### config.mk
export PLATFORM = sky130hd
export DESIGN_NAME = cw_io_ctrl
export DESIGN_NICKNAME = d
export VERILOG_FILES = /design/src/design/cw_pkg.sv /design/src/design/cw_io_ctrl.sv /design/src/design/cw_reg_bank.sv /design/src/design/cw_target_io_router.sv /design/src/design/cw_target_power.sv /design/src/design/cw_trigger_router.sv
export VERILOG_INCLUDE_DIRS = /design/src /design/src/design
export SDC_FILE = /design/constraint.sdc
export NUM_CORES = 1
export LEC_CHECK = 0
export BUFFER_PORTS_ARGS = -buffer_cell sky130_fd_sc_hd__buf_2
export CAP_MARGIN = 0
export CORE_AREA = 2 2 107 109
export CTS_CLUSTER_SIZE = 10
export DETAILED_ROUTE_END_ITERATION = 6
export DIE_AREA = 0 0 109 111
export GPL_ROUTABILITY_DRIVEN = 0
export MAX_ROUTING_LAYER = met4
export PLACE_DENSITY = 0.8
export SYNTH_ARGS = -nofsm -noshare
export SYNTH_HDL_FRONTEND = slang
export SYNTH_SLANG_ARGS = --single-unit
export TNS_END_PERCENT = 1
### constraint.sdc
create_clock -name clk -period 5.9 [get_ports clk]
set_input_delay 1.18 -clock clk [delete_from_list [all_inputs] [get_ports clk]]
set_output_delay 1.18 -clock clk [all_outputs]
set_load 0.05 [all_outputs]
### src/design/cw_config.svh
`ifndef CW_CONFIG_SVH
`define CW_CONFIG_SVH

// register bus addresses
`define CW_EXTCLK_ADDR        6'd38
`define CW_TRIGSRC_ADDR       6'd39
`define CW_TRIGMOD_ADDR       6'd40
`define CW_IOROUTE_ADDR       6'd55

// reset values, pin 1 drives tx, pin 2 receives rx
`define CW_EXTCLK_RESET       8'h03
`define CW_TRIGSRC_RESET      8'h01
`define CW_TRIGMOD_RESET      8'h00
`define CW_IOROUTE_RESET      64'h0000_0000_0000_0201

`define CW_IOROUTE_BYTES      16'd8     // routing register read length
`define CW_PIN_COUNT          4         // target io pins

// bit offsets inside one pin's routing byte
`define CW_RT_TX              0
`define CW_RT_RX              1
`define CW_RT_USIO            2
`define CW_RT_USII            3
`define CW_RT_USOC            4         // usi out, open collector, pin 3 only
`define CW_RT_TXOC            5         // uart tx, open collector, pin 3 only
`define CW_RT_GPIO_VAL        6
`define CW_RT_GPIO_EN         7

// bit positions inside the whole routing word
`define CW_RT_AVRPROG         40
`define CW_RT_PWR_OFF         41
`define CW_RT_PWR_FAST        42
`define CW_RT_NRST_EN         48        // first of six static gpio bits

// target power soft start
`define CW_PWM_WIDTH          11
`define CW_PWM_ON_THRESHOLD   1400
`define CW_SOFTSTART_PERIODS  16383

`endif

### src/design/cw_pkg.sv
`default_nettype none

package cw_pkg;

	typedef logic [5:0]  reg_addr_t;    // register bus address
	typedef logic [7:0]  reg_byte_t;    // register bus data byte
	typedef logic [15:0] byte_cnt_t;    // byte index and length
	typedef logic [63:0] route_word_t;  // target io routing register

	// how the selected external trigger lines are combined, trigsrc[7:6]
	typedef enum logic [1:0] {
		OR   = 2'b00,
		AND  = 2'b01,
		NAND = 2'b10,
		OFF  = 2'b11   // constant low
	} trig_combine_e;

	// trigger module feeding capture, trigmod[2:0]
	typedef enum logic [2:0] {
		EDGE       = 3'd0,  // combined external line
		ADVIO      = 3'd1,
		ANAPATTERN = 3'd2,
		DECODEDIO  = 3'd3,
		MMC        = 3'd4,
		NONE       = 3'd5   // 6 and 7 also give no trigger
	} trig_module_e;

endpackage

`default_nettype wire

### src/design/cw_io_ctrl.sv
`include "cw_config.svh"
`default_nettype none

module cw_io_ctrl #(
	parameter int SOFTSTART_PERIODS = `CW_SOFTSTART_PERIODS
) (
	input  logic                     clk,
	input  logic                     reset,
	input  cw_pkg::reg_addr_t        reg_address_i,
	input  cw_pkg::byte_cnt_t        reg_bytecnt_i,
	input  cw_pkg::reg_byte_t        reg_datai_i,
	input  logic                     reg_read_i,
	input  logic                     reg_write_i,
	input  logic                     reg_addrvalid_i,
	input  cw_pkg::reg_addr_t        reg_hypaddress_i,
	output cw_pkg::reg_byte_t        reg_datao_o,
	output cw_pkg::byte_cnt_t        reg_hyplen_o,
	input  logic [5:0]               ext_lines_i,     // fa, fb, io1 .. io4
	input  logic                     advio_i,
	input  logic                     anapattern_i,
	input  logic                     decodedio_i,
	input  logic                     mmc_i,
	output logic                     trigger_ext_o,
	output logic                     trigger_o,       // to capture
	input  logic [`CW_PIN_COUNT-1:0] targetio_i,
	output logic [`CW_PIN_COUNT-1:0] targetio_o,
	output logic [`CW_PIN_COUNT-1:0] targetio_oe_o,
	input  logic                     uart_tx_i,
	output logic                     uart_rx_o,
	input  logic                     usi_out_i,
	output logic                     usi_in_o,
	output logic                     enable_avrprog_o,
	output logic                     enable_output_nrst_o,
	output logic                     output_nrst_o,
	output logic                     enable_output_pdid_o,
	output logic                     output_pdid_o,
	output logic                     enable_output_pdic_o,
	output logic                     output_pdic_o,
	output logic                     targetpower_off_o,
	output logic                     led_auxi_o,
	output logic                     led_auxo_o
);

	cw_pkg::reg_byte_t   extclk;
	cw_pkg::reg_byte_t   trigsrc;
	cw_pkg::reg_byte_t   trigmod;
	cw_pkg::route_word_t route;
	logic                power_off_q;  // also the pin high-z condition

	cw_reg_bank u_reg_bank (
		.clk(clk), .reset(reset),
		.reg_address_i(reg_address_i), .reg_bytecnt_i(reg_bytecnt_i),
		.reg_datai_i(reg_datai_i), .reg_read_i(reg_read_i), .reg_write_i(reg_write_i),
		.reg_addrvalid_i(reg_addrvalid_i), .reg_hypaddress_i(reg_hypaddress_i),
		.reg_datao_o(reg_datao_o), .reg_hyplen_o(reg_hyplen_o),
		.extclk_o(extclk), .trigsrc_o(trigsrc), .trigmod_o(trigmod), .route_o(route)
	);

	cw_trigger_router u_trigger_router (
		.trigsrc_i(trigsrc), .trigmod_i(trigmod), .ext_lines_i(ext_lines_i),
		.advio_i(advio_i), .anapattern_i(anapattern_i), .decodedio_i(decodedio_i),
		.mmc_i(mmc_i), .trigger_ext_o(trigger_ext_o), .trigger_o(trigger_o)
	);

	cw_target_io_router u_target_io_router (
		.route_i(route), .power_off_i(power_off_q), .targetio_i(targetio_i),
		.uart_tx_i(uart_tx_i), .usi_out_i(usi_out_i),
		.targetio_o(targetio_o), .targetio_oe_o(targetio_oe_o),
		.uart_rx_o(uart_rx_o), .usi_in_o(usi_in_o)
	);

	cw_target_power #(.SOFTSTART_PERIODS(SOFTSTART_PERIODS)) u_target_power (
		.clk(clk), .reset(reset),
		.pwr_off_req_i(route[`CW_RT_PWR_OFF]), .fast_start_i(route[`CW_RT_PWR_FAST]),
		.power_off_q_o(power_off_q), .targetpower_off_o(targetpower_off_o)
	);

	assign enable_avrprog_o     = route[`CW_RT_AVRPROG];

	// static gpio, enable and value pairs
	assign enable_output_nrst_o = route[`CW_RT_NRST_EN];
	assign output_nrst_o        = route[`CW_RT_NRST_EN + 1];
	assign enable_output_pdid_o = route[`CW_RT_NRST_EN + 2];
	assign output_pdid_o        = route[`CW_RT_NRST_EN + 3];
	assign enable_output_pdic_o = route[`CW_RT_NRST_EN + 4];
	assign output_pdic_o        = route[`CW_RT_NRST_EN + 5];

	assign led_auxi_o = trigsrc[0];                          // front panel a used as trigger
	assign led_auxo_o = extclk[4] | extclk[3] | trigmod[3];  // aux line driven out

endmodule

`default_nettype wire

### src/design/cw_reg_bank.sv
`include "cw_config.svh"
`default_nettype none

module cw_reg_bank (
	input  logic                clk,
	input  logic                reset,
	input  cw_pkg::reg_addr_t   reg_address_i,
	input  cw_pkg::byte_cnt_t   reg_bytecnt_i,    // byte within routing register
	input  cw_pkg::reg_byte_t   reg_datai_i,
	input  logic                reg_read_i,
	input  logic                reg_write_i,
	input  logic                reg_addrvalid_i,
	input  cw_pkg::reg_addr_t   reg_hypaddress_i,
	output cw_pkg::reg_byte_t   reg_datao_o,
	output cw_pkg::byte_cnt_t   reg_hyplen_o,
	output cw_pkg::reg_byte_t   extclk_o,
	output cw_pkg::reg_byte_t   trigsrc_o,
	output cw_pkg::reg_byte_t   trigmod_o,
	output cw_pkg::route_word_t route_o
);

	localparam int SEL_W = $clog2(`CW_IOROUTE_BYTES);

	cw_pkg::reg_byte_t   extclk_q;
	cw_pkg::reg_byte_t   trigsrc_q;
	cw_pkg::reg_byte_t   trigmod_q;
	cw_pkg::route_word_t route_q;

	cw_pkg::reg_byte_t   rd_data_q;   // captured read byte
	logic                rd_valid_q;  // previous cycle had a valid known address
	logic                addr_known;
	logic [SEL_W-1:0]    route_sel;

	assign route_sel = reg_bytecnt_i[SEL_W-1:0];

	// address decode shared by the valid flag
	always_comb begin
		case (reg_address_i)
			`CW_EXTCLK_ADDR,
			`CW_TRIGSRC_ADDR,
			`CW_TRIGMOD_ADDR,
			`CW_IOROUTE_ADDR: addr_known = 1'b1;
			default:          addr_known = 1'b0;
		endcase
	end

	always_ff @(posedge clk) begin
		if (reset) begin
			extclk_q  <= `CW_EXTCLK_RESET;
			trigsrc_q <= `CW_TRIGSRC_RESET;
			trigmod_q <= `CW_TRIGMOD_RESET;
			route_q   <= `CW_IOROUTE_RESET;
		end else if (reg_write_i) begin
			case (reg_address_i)
				`CW_EXTCLK_ADDR:  extclk_q  <= reg_datai_i;
				`CW_TRIGSRC_ADDR: trigsrc_q <= reg_datai_i;
				`CW_TRIGMOD_ADDR: trigmod_q <= reg_datai_i;
				`CW_IOROUTE_ADDR: route_q[{route_sel, 3'b000} +: 8] <= reg_datai_i; // one byte
				default: ;  // unknown address is ignored
			endcase
		end
	end

	always_ff @(posedge clk) begin
		if (reset)
			rd_valid_q <= 1'b0;
		else
			rd_valid_q <= reg_addrvalid_i & addr_known;
	end

	// read data holds until the next read
	always_ff @(posedge clk) begin
		if (reg_read_i) begin
			case (reg_address_i)
				`CW_EXTCLK_ADDR:  rd_data_q <= extclk_q;
				`CW_TRIGSRC_ADDR: rd_data_q <= trigsrc_q;
				`CW_TRIGMOD_ADDR: rd_data_q <= trigmod_q;
				`CW_IOROUTE_ADDR: rd_data_q <= route_q[{route_sel, 3'b000} +: 8];
				default:          rd_data_q <= '0;
			endcase
		end
	end

	assign reg_datao_o = rd_valid_q ? rd_data_q : '0;

	// length lookup for the bus master, no clock involved
	always_comb begin
		case (reg_hypaddress_i)
			`CW_EXTCLK_ADDR,
			`CW_TRIGSRC_ADDR,
			`CW_TRIGMOD_ADDR: reg_hyplen_o = 16'd1;
			`CW_IOROUTE_ADDR: reg_hyplen_o = `CW_IOROUTE_BYTES;
			default:          reg_hyplen_o = '0;
		endcase
	end

	assign extclk_o  = extclk_q;
	assign trigsrc_o = trigsrc_q;
	assign trigmod_o = trigmod_q;
	assign route_o   = route_q;

	// master must stay inside the routing word, upper bytecnt bits are dropped
	route_bytecnt_in_range: assert property (@(posedge clk) disable iff (reset)
		(reg_write_i && reg_address_i == `CW_IOROUTE_ADDR) |-> reg_bytecnt_i < `CW_IOROUTE_BYTES)
		else $error("routing write with byte count %0d", reg_bytecnt_i);

endmodule

`default_nettype wire

### src/design/cw_target_io_router.sv
`include "cw_config.svh"
`default_nettype none

module cw_target_io_router (
	input  cw_pkg::route_word_t      route_i,
	input  logic                     power_off_i,    // target unpowered, pins go high-z
	input  logic [`CW_PIN_COUNT-1:0] targetio_i,
	input  logic                     uart_tx_i,
	input  logic                     usi_out_i,
	output logic [`CW_PIN_COUNT-1:0] targetio_o,
	output logic [`CW_PIN_COUNT-1:0] targetio_oe_o,
	output logic                     uart_rx_o,
	output logic                     usi_in_o
);

	localparam int OC_PIN   = 2;                  // pin 3, the only open-collector pin
	localparam int LAST_PIN = `CW_PIN_COUNT - 1;  // pin 4, tx and gpio only

	logic [`CW_PIN_COUNT-1:0] pin_drv;
	logic [`CW_PIN_COUNT-1:0] pin_en;

	// pin drive, first matching source wins
	always_comb begin
		for (int p = 0; p < `CW_PIN_COUNT; p++) begin
			pin_drv[p] = 1'b0;
			pin_en[p]  = 1'b0;
			if (route_i[p*8 + `CW_RT_TX]) begin
				pin_drv[p] = uart_tx_i;
				pin_en[p]  = 1'b1;
			end else if (p != LAST_PIN && route_i[p*8 + `CW_RT_USIO]) begin
				pin_drv[p] = usi_out_i;
				pin_en[p]  = 1'b1;
			end else if (p == OC_PIN && route_i[p*8 + `CW_RT_USOC]) begin
				pin_en[p]  = ~usi_out_i;  // pull low only, released when high
			end else if (p == OC_PIN && route_i[p*8 + `CW_RT_TXOC]) begin
				pin_en[p]  = ~uart_tx_i;
			end else if (route_i[p*8 + `CW_RT_GPIO_EN]) begin
				pin_drv[p] = route_i[p*8 + `CW_RT_GPIO_VAL];
				pin_en[p]  = 1'b1;
			end
		end
	end

	assign targetio_o    = pin_drv;
	assign targetio_oe_o = pin_en & {`CW_PIN_COUNT{~power_off_i}};  // all released when off

	// receive side, lowest numbered pin has priority so scan downwards
	always_comb begin
		uart_rx_o = 1'b1;  // idle line when nothing routed
		for (int p = LAST_PIN; p >= 0; p--) begin
			if (route_i[p*8 + `CW_RT_RX])
				uart_rx_o = targetio_i[p];
		end
	end

	always_comb begin
		usi_in_o = 1'b1;
		for (int p = LAST_PIN - 1; p >= 0; p--) begin  // pin 4 has no usi input
			if (route_i[p*8 + `CW_RT_USII])
				usi_in_o = targetio_i[p];
		end
	end

	// pins may never drive into an unpowered target
	no_drive_when_off: assert final (!(power_off_i && (|targetio_oe_o)))
		else $error("target pin enabled while power is off, oe %b", targetio_oe_o);

endmodule

`default_nettype wire

### src/design/cw_target_power.sv
`include "cw_config.svh"
`default_nettype none

module cw_target_power #(
	parameter int SOFTSTART_PERIODS = `CW_SOFTSTART_PERIODS
) (
	input  logic clk,
	input  logic reset,
	input  logic pwr_off_req_i,     // routing word power-off bit
	input  logic fast_start_i,      // skip the pwm ramp
	output logic power_off_q_o,
	output logic targetpower_off_o
);

	localparam int CNT_W = $clog2(SOFTSTART_PERIODS + 1);

	logic                     pwr_off_q;
	logic                     pwr_off_prev;
	logic                     soft_armed;    // set by power-on edge
	logic                     soft_active_q;
	logic                     soft_active;
	logic [`CW_PWM_WIDTH-1:0] pwm_cnt;
	logic [CNT_W-1:0]         period_cnt;
	logic                     pwm_off_phase;

	always_ff @(posedge clk) begin
		if (reset) begin
			pwr_off_q    <= 1'b0;  // power on after reset
			pwr_off_prev <= 1'b0;
			soft_armed   <= 1'b0;
		end else begin
			pwr_off_q    <= pwr_off_req_i;
			pwr_off_prev <= pwr_off_q;
			if (pwr_off_prev && !pwr_off_q)
				soft_armed <= 1'b1;  // falling edge, start ramp
			else if (pwr_off_q)
				soft_armed <= 1'b0;
		end
	end

	// free running, wraps every 2048 cycles
	always_ff @(posedge clk) begin
		if (reset)
			pwm_cnt <= '0;
		else
			pwm_cnt <= pwm_cnt + 1'b1;
	end

	always_ff @(posedge clk) begin
		if (reset || !soft_armed) begin
			period_cnt    <= '0;
			soft_active_q <= 1'b0;
		end else if (period_cnt == CNT_W'(SOFTSTART_PERIODS)) begin
			soft_active_q <= 1'b0;  // ramp done, stay on
		end else if (pwm_cnt == '0) begin
			period_cnt    <= period_cnt + 1'b1;
			soft_active_q <= 1'b1;
		end
	end

	assign soft_active   = soft_active_q & ~pwr_off_q;  // power-off overrides at once
	assign pwm_off_phase = pwm_cnt < `CW_PWM_WIDTH'(`CW_PWM_ON_THRESHOLD);

	assign power_off_q_o     = pwr_off_q;
	assign targetpower_off_o = (soft_active && !fast_start_i) ? pwm_off_phase : pwr_off_q;

	power_off_wins: assert property (@(posedge clk) disable iff (reset)
		power_off_q_o |-> targetpower_off_o)
		else $error("target power on while power-off is set");

endmodule

`default_nettype wire

### src/design/cw_trigger_router.sv
`default_nettype none

module cw_trigger_router (
	input  cw_pkg::reg_byte_t trigsrc_i,    // [7:6] combine mode, [5:0] line enables
	input  cw_pkg::reg_byte_t trigmod_i,    // [2:0] module select
	input  logic [5:0]        ext_lines_i,  // fa, fb, io1 .. io4
	input  logic              advio_i,
	input  logic              anapattern_i,
	input  logic              decodedio_i,
	input  logic              mmc_i,
	output logic              trigger_ext_o,
	output logic              trigger_o
);

	cw_pkg::trig_combine_e combine_mode;
	cw_pkg::trig_module_e  module_sel;
	logic [5:0]            line_en;
	logic                  trig_or;
	logic                  trig_and;

	assign line_en = trigsrc_i[5:0];

	// disabled lines are 0 for or, 1 for and
	assign trig_or  = |(ext_lines_i & line_en);
	assign trig_and = &(ext_lines_i | ~line_en);

	always_comb begin
		combine_mode = cw_pkg::trig_combine_e'(trigsrc_i[7:6]);
		case (combine_mode)
			cw_pkg::OR:   trigger_ext_o = trig_or;
			cw_pkg::AND:  trigger_ext_o = trig_and;
			cw_pkg::NAND: trigger_ext_o = ~trig_and;
			default:      trigger_ext_o = 1'b0;  // off
		endcase
	end

	// capture trigger, straight through with no register
	always_comb begin
		module_sel = cw_pkg::trig_module_e'(trigmod_i[2:0]);
		case (module_sel)
			cw_pkg::EDGE:       trigger_o = trigger_ext_o;
			cw_pkg::ADVIO:      trigger_o = advio_i;
			cw_pkg::ANAPATTERN: trigger_o = anapattern_i;
			cw_pkg::DECODEDIO:  trigger_o = decodedio_i;
			cw_pkg::MMC:        trigger_o = mmc_i;
			default:            trigger_o = 1'b0;  // none and the unused codes
		endcase
	end

endmodule

`default_nettype wire

==> metrics.md <==
| Metric | Value |
|---|---|
| Status | `completed` |
| Row cnt | `39` |
| Critical path launch point type | `primary input` |
| Most frequent cell on the critical path | `buf_2` |
| Hold_sp | `u_reg_bank.route_o[43]$_SDFFE_PP0P_` |
| Wire length per cell | `roughly 17 um` |
| Mapped Area | `slightly above 6000 um^2` |
| Static Leak | `2.654 nW` |
| Max Slew Vio Count | `0` |
| CTS max path bufs | `2` |
| R2R depth | `5` |
| Max stage delay on crit path | `around 460 ps` |
| Filler Cell Count | `approximately 900` |
| Tot Pwr | `around 2.1 mW` |
| Yosys reg bits | `about 130` |
| Antenna Cells | `0` |
| Crit path time final | `3795 ps` |
| Core area | `~11,000 um^2` |
| Worst endpoint data arrival time | `2620 ps` |
| Pwr Density | `between 200 and 300 nW/um^2` |
| Netlist cell types | `56` |
| Crit-path leading delay family | `compound AO/OA/AOI/OAI gates` |
| Residual DRC | `0` |
| First-pass GRT wire length | `around 25 mm` |
| Setup bufs post-CTS | `0` |
| Drt total wl | `15.74 mm` |
| WP buf/inv | `2` |
| Final #Nets | `824` |
| FF-to-FF setup slack | `about 3800 ps` |
| YS warnings | `0` |
| Post-Syn Instances | `707` |
| Die Area | `approximately 12,000 um^2` |
| Crit share post-route | `64.32%` |
| Worst R2R End | `u_target_power.period_cnt[0]$_SDFFE_PP0P_` |
| CP Data Required Time | `4720 ps` |
| Hold/Removal Path Class | `flip-flop to flip-flop` |
| Layout Area Growth over Synthesis | `14.74%` |
| Fin Clk Skew | `about 6.5 ps` |
| Actual slew at the worst max-slew pin | `roughly 1200 ps` |
| Die H | `about 110 um` |
| H-tree depth | `4` |
| Reg-to-Reg Start | `u_target_power.period_cnt[9]$_SDFFE_PP0P_` |
| Post-CTS sizing | `0` |
| Initial antenna violation count | `0` |
| Initial Util | `55.63%` |
| Post-synth EDFFs | `8` |
| Worst hold endpoint | `u_reg_bank.route_o[43]$_SDFFE_PP0P_` |
| Worst-Skew Late Latency | `roughly 420 ps` |
| Share of layout cells above drive strength 1 | `17.88%` |
| Cts hold-fix bufs | `0` |
| Peak VDD IR | `roughly 0.17 mV` |
| I/O Buffers | `75` |
| Vias in the first global route | `5,024` |
| Top FF cell, synth | `dfxtp_1` |
| Final setup violation count | `0` |
| Clock root cell | `clkbuf_16` |
| Max Cap Viol | `0` |
| Crit end category | `primary output` |
| Clock sink count | `roughly 130` |
| Setup TNS | `0 ps` |
| Die X | `between 100 and 150 um` |
| GR Overflow Total | `0` |
| Worst-path clk slew | `~60 ps` |
| Total CTS buffers | `17` |
| Ys async rst share | `0%` |
| ANT nets after route | `0` |
| Register area share after synthesis | `42.23%` |
| Max Clock Freq | `between 200 and 300 MHz` |
| Largest net degree at the start of global routing | `85` |
| Hold Path Stages | `2` |
| Slew headroom | `around a fifth` |
| TritonCTS clock tree | `built` |
| Total GRT Usage | `roughly 27%` |
| Detail Placement HPWL | `slightly above 10 mm` |
| Final Hold Vio Count | `0` |
| Drt pass-1 iters | `6` |
| Vias/cell | `roughly 6` |
| CP cell instances | `buf_2, o22ai_1, or3_1, a221oi_1, a211o_1, buf_2` |
| CP Max Fanout | `2` |
| Kind of critical path | `primary input to primary output` |
| Critical path's slowest cell | `a221oi_1` |
| Via count | `around 5,500` |
| Iteration-0 DRC Markers | `~440` |
| RSZ-0062 raised after global routing | `no` |
| I/O Pins | `just over 100` |
| Syn Area/Cell | `around 8.7 um^2` |
## metal layers
layer  share of wire [%]  wire [um]  global-route usage, %  vias to the layer above
met5                   0          0                      -                        -
met4                 2.2        339                  11.03                        0
met3                 8.4       1327                  6.408                       30
met2                  49       7717                  42.69                      258
met1                  40       6357                  34.30                     2601
li1                    -          -                      -                     2598
## how the worst max path moves through the flow
stage,from,endpoint,cells after the start
floorplan,ext_lines_i[1],trigger_o,4
global placement,reg_bytecnt_i[0],u_reg_bank.route_o[36]$_SDFFE_PP0P_,8
detailed placement,reg_bytecnt_i[0],u_reg_bank.route_o[14]$_SDFFE_PP0P_,7
CTS,ext_lines_i[0],trigger_o,6
global route,ext_lines_i[1],trigger_o,6
finish,ext_lines_i[4],trigger_o,6
## placed cells by master (no fill, tap or decap), types with 4 or more instances in the layout
master	count
dfxtp_1	118
nand2_1	91
nand3_1	86
a21oi_1	81
buf_2	75
nor2_1	57
mux2i_1	25
clkbuf_16	17
inv_1	16
mux4_2	16
conb_1	14
o21ai_0	13
xnor2_1	12
nor3_1	11
and3_1	11
and2_1	10
xor2_1	10
a222oi_1	9
ha_1	8
edfxtp_1	8
nor2b_1	6
a211oi_1	5
nand3b_1	5
nor4_1	5
nor3b_1	4
nand4_1	4
clkinv_2	4
## kinds of logic after synthesis
logic type                 Yosys count  share of synthesized area (%)
and+or+nand+nor                    314                          25.62
AOI/OAI and AO/OA                  120                          11.23
other                                1                        0.06086
DFF                                126                          42.23
xor gates and xnor gates            22                          3.127
buffers and inverters               74                          6.010
adders and majority gates            8                          1.624
muxes                               42                          10.09
## synthesized netlist by cell type, types with 3 or more instances
cell type | n | area share [%]
ha_1 | 8 | 1.6
inv_1 | 16 | 0.97
edfxtp_1 | 8 | 3.9
nor3_1 | 11 | 0.89
a211oi_1 | 5 | 0.61
nor4_1 | 5 | 0.51
mux2i_1 | 25 | 4.1
nand3_1 | 86 | 7.0
clkbuf_1 | 26 | 1.6
nand4_1 | 4 | 0.41
dfxtp_1 | 118 | 38
nand3b_1 | 5 | 0.61
nand2_1 | 91 | 5.5
and3_1 | 11 | 1.1
nor2_1 | 57 | 3.5
xnor2_1 | 12 | 1.7
o21ai_0 | 13 | 1.1
buf_4 | 17 | 2.1
nor2b_1 | 6 | 0.61
xor2_1 | 10 | 1.4
buf_2 | 10 | 0.81
and2_1 | 10 | 1.0
o22ai_1 | 3 | 0.30
nor3b_1 | 4 | 0.49
nor4b_1 | 3 | 0.43
and4_1 | 3 | 0.43
mux4_2 | 16 | 5.8
a21oi_1 | 81 | 6.6
a222oi_1 | 9 | 1.5
## state kept, by name (all words and copies together), names as in the netlist, 8 cells and up
name                       count
u_reg_bank.route_o            64
u_target_power.period_cnt     14
u_target_power.pwm_cnt        11
u_reg_bank.extclk_o            8
u_reg_bank.rd_data_q           8
u_reg_bank.trigmod_o           8
u_reg_bank.trigsrc_o           8
## layout make-up
class | instances | area, um^2 | area share (%)
multi-input cells | 520 | 3238 | 45.80
flip-flops and latches | 126 | 2603 | 36.81
clock buffers | 18 | 429.2 | 6.070
repair buffers | 77 | 390.4 | 5.521
well taps | 143 | 178.9 | 2.531
clock inverters | 14 | 167.7 | 2.371
inverters | 17 | 63.81 | 0.9025
## metrics by stage
step | hold WS (ps) | instances | cell area (um^2) | util (%) | setup slack [ps]
2_1_floorplan | 428.8 | 720 | 6211 | - | 1247
3_3_place_gp | 438.7 | 883 | 6474 | 58.44 | 2096
3_5_place_dp | 445.8 | 883 | 6474 | 58.44 | 1960
4_1_cts | 451.5 | 915 | 7071 | 63.83 | 2125
5_1_grt | 473.3 | 915 | 7071 | 63.83 | 2066
6_report | 456.1 | 915 | 7071 | 63.83 | 2105
## power by group
part	internal (mW)	switching, mW	total [mW]
clock network	0.664	0.395	1.06
registers	0.864	0.00366	0.868
logic	0.0342	0.0990	0.133
## worst register-to-register path, cell delays in order (launching register included)
cell	delay [ps]
dfxtp_1	410
nand4_1	180
nor4_1	960
nor2_1	170
xnor2_1	190
nor2_1	60
Note: power is estimated with default switching activity, not from simulation.
